==> src/design/memAlign_defines.svh <==
`ifndef MEM_ALIGN_DEFINES_SVH
`define MEM_ALIGN_DEFINES_SVH

// cache line geometry
`define LINE_BYTES 16

// fully associative TLB depth
`define TLB_ENTRIES 8

// virtual address split, 4 KB pages
`define VADDR_W 32
`define PAGE_OFF_W 12
`define PFN_W 20

// widest single access
`define DATA_BYTES 8

`endif

==> src/design/memAlignPkg.sv <==
`include "memAlign_defines.svh"

package memAlignPkg;

    // derived address field widths
    localparam int LINE_OFF_W = $clog2(`LINE_BYTES);
    localparam int LINE_ADDR_W = `VADDR_W - LINE_OFF_W;
    localparam int PAGE_LINE_W = `PAGE_OFF_W - LINE_OFF_W;
    localparam int VPN_W = `VADDR_W - `PAGE_OFF_W;
    localparam int TLB_IDX_W = $clog2(`TLB_ENTRIES);

    typedef enum logic [1:0] {
        SZ1 = 2'd0,
        SZ2 = 2'd1,
        SZ4 = 2'd2,
        SZ8 = 2'd3
    } accSize_e;

    typedef enum logic {
        OP_READ  = 1'b0,
        OP_WRITE = 1'b1
    } memOp_e;

    typedef enum logic [1:0] {
        FLT_NONE = 2'd0,
        FLT_MISS = 2'd1,
        FLT_PROT = 2'd2
    } fault_e;

    typedef struct packed {
        logic [`VADDR_W-1:0]      vAddr;
        accSize_e                 size;
        memOp_e                   op;
        logic [`DATA_BYTES*8-1:0] data;
    } memReq_t;

    typedef struct packed {
        logic              valid;
        logic [VPN_W-1:0]  vpn;
        logic [`PFN_W-1:0] pfn;
        logic              writable;
        logic              uncached;
    } tlbEntry_t;

    typedef struct packed {
        logic              hit;
        logic [`PFN_W-1:0] pfn;
        logic              writable;
        logic              uncached;
    } tlbResult_t;

    // one line-sized piece of an access
    typedef struct packed {
        logic [LINE_ADDR_W-1:0]   pLine;
        logic [`LINE_BYTES-1:0]   mask;
        logic [`LINE_BYTES*8-1:0] data;
    } lineHalf_t;

    typedef struct packed {
        lineHalf_t half0;
        lineHalf_t half1;
        logic      needSecond;
        logic      uncached;
        fault_e    fault;
        memOp_e    op;
    } alignRsp_t;

endpackage

==> src/design/lineSplitter.sv <==
`timescale 1ns/10ps
`include "memAlign_defines.svh"

module lineSplitter (
    input  logic [`VADDR_W-1:0]                   vAddr,
    input  memAlignPkg::accSize_e                 size,
    output logic [memAlignPkg::LINE_OFF_W-1:0]    offset,
    output logic [memAlignPkg::LINE_OFF_W-1:0]    byteCount,
    output logic                                  needSecond,
    output logic [memAlignPkg::LINE_ADDR_W-1:0]   secondLine,
    output logic [memAlignPkg::LINE_OFF_W-1:0]    tailBytes
);
    import memAlignPkg::*;

    // one extra bit so the end position can reach past the line
    logic [LINE_OFF_W:0] endSum;

    // size code to byte count
    always_comb begin
        unique case (size)
            SZ1: byteCount = 4'd1;
            SZ2: byteCount = 4'd2;
            SZ4: byteCount = 4'd4;
            SZ8: byteCount = 4'd8;
            default: byteCount = 4'd1;
        endcase
    end

    assign offset = vAddr[LINE_OFF_W-1:0];

    assign endSum = {1'b0, offset} + {1'b0, byteCount};

    // ending exactly on the boundary still fits in one line
    assign needSecond = endSum > `LINE_BYTES;

    // spill count is endSum minus the line size, i.e. the low bits
    assign tailBytes = needSecond ? endSum[LINE_OFF_W-1:0] : '0;

    // next virtual line, may wrap into the next page
    assign secondLine = vAddr[`VADDR_W-1:LINE_OFF_W] + 1'b1;

endmodule

==> src/design/byteLaneShifter.sv <==
`timescale 1ns/10ps
`include "memAlign_defines.svh"

module byteLaneShifter (
    input  logic [memAlignPkg::LINE_OFF_W-1:0] offset,
    input  logic [memAlignPkg::LINE_OFF_W-1:0] byteCount,
    input  logic [memAlignPkg::LINE_OFF_W-1:0] tailBytes,
    input  logic                               needSecond,
    input  logic [`DATA_BYTES*8-1:0]           data,
    output logic [`LINE_BYTES-1:0]             mask0,
    output logic [`LINE_BYTES-1:0]             mask1,
    output logic [`LINE_BYTES*8-1:0]           data0,
    output logic [`LINE_BYTES*8-1:0]           data1
);
    import memAlignPkg::*;

    localparam logic [LINE_OFF_W:0] LINE_SPAN = `LINE_BYTES;
    localparam logic [`LINE_BYTES-1:0] LANE_ONE = 1;

    logic [`LINE_BYTES-1:0]   runMask;
    logic [`LINE_BYTES-1:0]   tailMask;
    logic [`LINE_BYTES*8-1:0] wideData;
    logic [LINE_OFF_W:0]      backShift;

    // data zero-extended to a full line
    assign wideData = {{(`LINE_BYTES - `DATA_BYTES)*8{1'b0}}, data};

    // run of byteCount ones at lane 0
    assign runMask = (LANE_ONE << byteCount) - 1'b1;

    // half 0 lanes start at the offset, upper bytes fall off the top
    assign mask0 = runMask << offset;
    assign data0 = wideData << {offset, 3'b000};

    // bytes that spilled over land at lane 0 of the next line
    assign backShift = LINE_SPAN - {1'b0, offset};
    assign tailMask = (LANE_ONE << tailBytes) - 1'b1;

    always_comb begin
        if (needSecond) begin
            mask1 = tailMask;
            data1 = wideData >> {backShift, 3'b000};
        end else begin
            mask1 = '0;
            data1 = '0;
        end
    end

endmodule

==> src/design/tlbTable.sv <==
`timescale 1ns/10ps
`include "memAlign_defines.svh"

module tlbTable (
    input  logic                               clk,
    input  logic                               rstN,
    input  logic                               wrEn,
    input  logic [memAlignPkg::TLB_IDX_W-1:0]  wrIndex,
    input  memAlignPkg::tlbEntry_t             wrEntry,
    input  logic [memAlignPkg::VPN_W-1:0]      vpn0,
    input  logic [memAlignPkg::VPN_W-1:0]      vpn1,
    output memAlignPkg::tlbResult_t            res0,
    output memAlignPkg::tlbResult_t            res1
);
    import memAlignPkg::*;

    tlbEntry_t entries [`TLB_ENTRIES];

    // write port, only the valid bits are cleared on reset
    always_ff @(posedge clk) begin
        if (!rstN) begin
            for (int i = 0; i < `TLB_ENTRIES; i++) begin
                entries[i].valid <= 1'b0;
            end
        end else if (wrEn) begin
            entries[wrIndex] <= wrEntry;
        end
    end

    // scan from the top down so the lowest matching index ends up in res
    function automatic tlbResult_t lookup(input logic [VPN_W-1:0] vpn);
        tlbResult_t res;
        res = '0;
        for (int i = `TLB_ENTRIES - 1; i >= 0; i--) begin
            if (entries[i].valid && (entries[i].vpn == vpn)) begin
                res.hit = 1'b1;
                res.pfn = entries[i].pfn;
                res.writable = entries[i].writable;
                res.uncached = entries[i].uncached;
            end
        end
        return res;
    endfunction

    // two independent read ports on the same array
    always_comb begin
        res0 = lookup(vpn0);
    end

    always_comb begin
        res1 = lookup(vpn1);
    end

endmodule

==> src/design/inputAlign.sv <==
`timescale 1ns/10ps

module inputAlign (
    input  logic                           clk,
    input  logic                           rstN,
    input  logic                           reqValid,
    input  memAlignPkg::memReq_t           req,
    output logic                           reqReady,
    output logic                           rspValid,
    output memAlignPkg::alignRsp_t         rsp,
    input  logic                           rspReady,
    output logic [memAlignPkg::VPN_W-1:0]  lookupVpn0,
    output logic [memAlignPkg::VPN_W-1:0]  lookupVpn1,
    input  memAlignPkg::tlbResult_t        lookupRes0,
    input  memAlignPkg::tlbResult_t        lookupRes1
);
    import memAlignPkg::*;

    logic [LINE_OFF_W-1:0]  offset;
    logic [LINE_OFF_W-1:0]  byteCount;
    logic [LINE_OFF_W-1:0]  tailBytes;
    logic                   needSecond;
    logic [LINE_ADDR_W-1:0] secondLine;
    logic [LINE_ADDR_W-1:0] firstLine;
    alignRsp_t              nextRsp;
    logic                   prot0;
    logic                   prot1;

    lineSplitter splitter_i (
        .vAddr      (req.vAddr),
        .size       (req.size),
        .offset     (offset),
        .byteCount  (byteCount),
        .needSecond (needSecond),
        .secondLine (secondLine),
        .tailBytes  (tailBytes)
    );

    byteLaneShifter shifter_i (
        .offset     (offset),
        .byteCount  (byteCount),
        .tailBytes  (tailBytes),
        .needSecond (needSecond),
        .data       (req.data),
        .mask0      (nextRsp.half0.mask),
        .mask1      (nextRsp.half1.mask),
        .data0      (nextRsp.half0.data),
        .data1      (nextRsp.half1.data)
    );

    assign firstLine = req.vAddr[LINE_OFF_W +: LINE_ADDR_W];

    // page numbers for both halves go out to the TLB
    assign lookupVpn0 = firstLine[LINE_ADDR_W-1:PAGE_LINE_W];
    assign lookupVpn1 = secondLine[LINE_ADDR_W-1:PAGE_LINE_W];

    // frame plus line-in-page, zero on a miss
    assign nextRsp.half0.pLine = lookupRes0.hit ?
        {lookupRes0.pfn, firstLine[PAGE_LINE_W-1:0]} : '0;
    assign nextRsp.half1.pLine = lookupRes1.hit ?
        {lookupRes1.pfn, secondLine[PAGE_LINE_W-1:0]} : '0;

    assign nextRsp.needSecond = needSecond;
    assign nextRsp.op = req.op;
    assign nextRsp.uncached = lookupRes0.uncached | (needSecond & lookupRes1.uncached);

    // write to a page without write permission
    assign prot0 = !lookupRes0.writable;
    assign prot1 = needSecond && !lookupRes1.writable;

    // miss outranks protection
    always_comb begin
        if (!lookupRes0.hit || (needSecond && !lookupRes1.hit)) begin
            nextRsp.fault = FLT_MISS;
        end else if ((req.op == OP_WRITE) && (prot0 || prot1)) begin
            nextRsp.fault = FLT_PROT;
        end else begin
            nextRsp.fault = FLT_NONE;
        end
    end

    // single slot, accepts when empty or draining this cycle
    assign reqReady = !rspValid || rspReady;

    always_ff @(posedge clk) begin
        if (!rstN) begin
            rspValid <= 1'b0;
        end else if (reqReady) begin
            rspValid <= reqValid;
        end
    end

    always_ff @(posedge clk) begin
        if (reqValid && reqReady) begin
            rsp <= nextRsp;
        end
    end

endmodule

==> src/design/memAccessAlign.sv <==
`timescale 1ns/10ps

module memAccessAlign (
    input  logic                               clk,
    input  logic                               rstN,
    input  logic                               reqValid,
    input  memAlignPkg::memReq_t               req,
    output logic                               reqReady,
    output logic                               rspValid,
    output memAlignPkg::alignRsp_t             rsp,
    input  logic                               rspReady,
    input  logic                               tlbWrEn,
    input  logic [memAlignPkg::TLB_IDX_W-1:0]  tlbWrIndex,
    input  memAlignPkg::tlbEntry_t             tlbWrEntry
);
    import memAlignPkg::*;

    // translation path between the align stage and the TLB
    logic [VPN_W-1:0] lookupVpn0;
    logic [VPN_W-1:0] lookupVpn1;
    tlbResult_t       lookupRes0;
    tlbResult_t       lookupRes1;

    inputAlign align_i (
        .clk        (clk),
        .rstN       (rstN),
        .reqValid   (reqValid),
        .req        (req),
        .reqReady   (reqReady),
        .rspValid   (rspValid),
        .rsp        (rsp),
        .rspReady   (rspReady),
        .lookupVpn0 (lookupVpn0),
        .lookupVpn1 (lookupVpn1),
        .lookupRes0 (lookupRes0),
        .lookupRes1 (lookupRes1)
    );

    tlbTable tlb_i (
        .clk     (clk),
        .rstN    (rstN),
        .wrEn    (tlbWrEn),
        .wrIndex (tlbWrIndex),
        .wrEntry (tlbWrEntry),
        .vpn0    (lookupVpn0),
        .vpn1    (lookupVpn1),
        .res0    (lookupRes0),
        .res1    (lookupRes1)
    );

endmodule

==> config.mk <==
export PLATFORM = sky130hd
export DESIGN_NAME = memAccessAlign
export DESIGN_NICKNAME = d
export VERILOG_FILES = /design/src/design/memAlignPkg.sv /design/src/design/lineSplitter.sv /design/src/design/byteLaneShifter.sv /design/src/design/tlbTable.sv /design/src/design/inputAlign.sv /design/src/design/memAccessAlign.sv
export VERILOG_INCLUDE_DIRS = /design/src /design/src/design
export SDC_FILE = /design/constraint.sdc
export NUM_CORES = 1
export LEC_CHECK = 0
export BUFFER_PORTS_ARGS = -buffer_cell sky130_fd_sc_hd__buf_2
export CAP_MARGIN = 25
export CELL_PAD_IN_SITES_DETAIL_PLACEMENT = 2
export CELL_PAD_IN_SITES_GLOBAL_PLACEMENT = 2
export CORE_MARGIN = 4
export CORE_UTILIZATION = 38
export DETAILED_ROUTE_END_ITERATION = 8
export HOLD_SLACK_MARGIN = 0.15
export PLACE_DENSITY_LB_ADDON = 0.2
export SYNTH_ARGS = -nofsm -noshare
export SYNTH_HDL_FRONTEND = slang
export SYNTH_SLANG_ARGS = --single-unit
==> constraint.sdc <==
create_clock -name clk -period 11.2 [get_ports clk]
set_clock_uncertainty 0.2 [all_clocks]
set_input_delay 1.12 -clock clk [delete_from_list [all_inputs] [get_ports clk]]
set_output_delay 1.12 -clock clk [all_outputs]
set_load 0.02 [all_outputs]
==> impl_metrics.csv <==
group,metric,value,unit
global_routing,grt_pass1_wl,219000,µm
detailed_routing,route.detailed.drc,0,
detailed_routing,ant_nets,0,
synth,ys_seq_area_frac,0.562,
setup_path,slowest_stage,"or3_1",
detailed_routing,viasPerCell,6.03,
setup_path,r2r-start,"tlb_i.entries[4][22]",
synth,synth_area_leaders,"edfxtp_1 56%, xor2_1 3.5%, a21oi_1 3.3%, mux2_2 3.2%, xnor2_1 3.1%",
clock_network,cts_max_path_buffers,3,
sta,worstMarginPinSlew,1240,ps
sta,hold_viol,0,
pwr,cellPowerDensity,153,mW/mm²
synth,netlist_area,0.0335,mm²
sta,finalMaxSlewViolations,0,
setup_path,critPathTopFamily,"simple AND/OR/NAND/NOR gates",
floorplan,die_x,305,µm
finish,final.fill_count,9034,
flow_run,max_cap_viol_count,0,
finish,nNetsFinal,3479,
detailed_routing,vias,27359,
place,io_buffers,436,
floorplan,ios,501,
global_routing,antenna_found_initial,16,
sta,fin_crit,5990,ps
floorplan,rows,108,
place,dp_slack,4270,ps
setup_path,worstSetupPathType,"in2reg",
clock_network,ctsRootBufferMaster,"clkbuf_16",
sta,slew_headroom,0.172,
setup_path,worstPathRequired,11350,ps
sta,fin_setup_tns,0,ps
run_status,status,"completed",
finish,final_cell_mix,"621 x edfxtp_1, 436 x buf_2, 258 x nor2_1",
detailed_routing,first_pass_iters,5,
synth,synth_top_area_frac,0.557,
place,dp_hpwl,113000,µm
setup_path,r2r_cells,11,
floorplan,dieHeight,305,µm
synth,async_reset_ff_frac,0,
floorplan,start_util,0.384,
setup_path,reg2reg_slack,6650,ps
global_routing,gr-usage-all-layers,0.324,
detailed_routing,wl_per_cell,34.4,µm
clock_network,clk_latency,670,ps
floorplan,dieArea,0.0929,mm²
clock_network,tritoncts,"yes",
finish,syn_to_final_growth,16.7,%
setup_path,crit_chain,"buf_2 > ha_1 > and3_1 > nand3_1 > or3_1 > xor2_1 > nand4_1 > or4_1 > buf_4 > nand2b_1 > or4_1 > nor2_1 > nor2_1",
setup_path,cp-startpoint,"req[71]",
global_routing,grt_pass1_vias,28517,
sta,fin_ws,5210,ps
pwr,vdd_drop_max,0.164,mV
synth,ys_types,82,
place,placed_cells,4396,
global_routing,grt-ovfl-total,0,
clock_network,clk_pin_slew,60,ps
place,place.gp.congestion,1.01,
setup_path,critPathLaunchType,"primary input",
synth,ys_ff_latch,630,
global_routing,grt_max_degree,180,
synth,synth_area_leader_cell,"edfxtp_1",
setup_path,worstSetupEndpointType,"register",
setup_path,cp_data_arrival_time,6150,ps
clock_network,cts_setup_buffers,0,
detailed_routing,drt-total-wl,156000,µm
floorplan,core,0.0872,mm²
setup_path,path_max_fanout,24,
sta,post-route-period-util,0.535,
setup_path,endpoint,"align_i.rsp[153]",
clock_network,h-tree-depth,3,
sta,fmax,0.167,GHz
clock_network,ctsHoldBuffers,0,
synth,synth_warnings,0,
setup_path,worst-path-buf-inv,2,
finish,layout_commonest_cell,"edfxtp_1",
synth,syn_inst,2955,
setup_path,cpPeakStageDelay,810,ps
clock_network,ctsResizeCount,0,
min_path,hp-start,"tlb_i.entries[0][0]",
min_path,hold_class,"reg2reg",
clock_network,cts_sinks,630,
setup_path,r2r_end,"align_i.rsp[165]",
synth,ys.flop_type,"edfxtp_1",
sta,grt_setup_unrepaired,"false",
sta,setup_violations,0,
synth,synth_edf_count,621,
setup_path,worst-path-stages,13,
finish,drive_above_1_share,0.220,
clock_network,numCtsBuffers,74,
detailed_routing,drtIter0Drc,2415,
finish,instances_no_fill,4538,
synth,avgSynthCellArea,11.3,µm²
pwr,p_leak,14.5,nW
min_path,holdPathStages,2,
==> worst min-delay path by stage <==
| stage | slack (ps) | endpoint |
|---|---|---|
| floorplan | 240 | tlb_i.entries[7][42] |
| global placement | 300 | tlb_i.entries[6][42] |
| detailed placement | 340 | tlb_i.entries[0][42] |
| CTS | 360 | tlb_i.entries[6][42] |
| global route | 380 | tlb_i.entries[5][42] |
| finish | 360 | align_i.rsp[3] |
==> metal layers <==
| metal | track usage | wire, µm |
|---|---|---|
| met5 | 0 | 96 |
| met4 | 0.128 | 7140 |
| met3 | 0.0442 | 9050 |
| met2 | 0.568 | 78100 |
| met1 | 0.406 | 61900 |
==> tightest hold or removal path, stage by stage (launching register included) <==
cell,delay [ps]
edfxtp_1,310
o21ai_0,80
o311ai_1,70
==> cell usage after synthesis (24+ instances only) <==
cell	instances
edfxtp_1	621
nor2_1	264
a21oi_1	220
nand2_1	171
clkbuf_1	158
o21ai_0	136
xor2_1	134
xnor2_1	120
mux2_2	95
o22ai_1	90
mux2i_1	71
buf_4	66
nor2b_1	55
nand3_1	52
nand2b_1	50
and3_1	44
nand4_1	39
nor4_1	36
and2_1	35
nor3_1	35
buf_1	30
inv_1	28
o22a_1	25
a211oi_1	24
o211ai_1	24
o31ai_1	24
==> state kept, by name (all words and copies together), names as in the netlist <==
signal / count
tlb_i.entries: 344
align_i.rsp: 285
align_i.rspValid: 1
==> report_power, final <==
| part | leakage [nW] | switching [mW] | internal [mW] | total, mW |
|---|---|---|---|---|
| Combinational | 7.37 | 0.601 | 0.212 | 0.813 |
| Clock | 1.15 | 1.06 | 1.36 | 2.42 |
| Sequential | 5.95 | 0.0492 | 2.70 | 2.75 |
==> final cells by class <==
type,count,area [µm²],share of cell area
repair buffers,500,2720,0.0697
multi-input cells,2084,13600,0.348
flip-flops and latches,630,18800,0.482
clock buffers,92,1940,0.0497
inverters,30,113,0.00288
clock inverters,40,414,0.0106
diodes,7,17.5,0.000448
well taps,1155,1450,0.0370
==> logic make-up after synthesis <==
family,after synthesis,synth area share
compound gates,716,0.136
buf+inv,305,0.0426
other cells,1,0.000112
xor+xnor,255,0.0671
flops,630,0.562
fa+ha+maj,9,0.00359
mux,167,0.0535
simple gates,872,0.134
==> per-stage QoR <==
stage                     total power [mW]  instance area [µm²]  hold slack, ps  utilization
final                                 5.98                39100             359        0.448
after CTS                             6.01                39000             359        0.447
after global routing                  6.16                39100             383        0.448
after floorplan                       3.27                33700             245            -
after detailed placement              3.60                36600             343        0.420
after global placement                3.58                36600             296        0.420
Power figures use the tool's default switching activity.
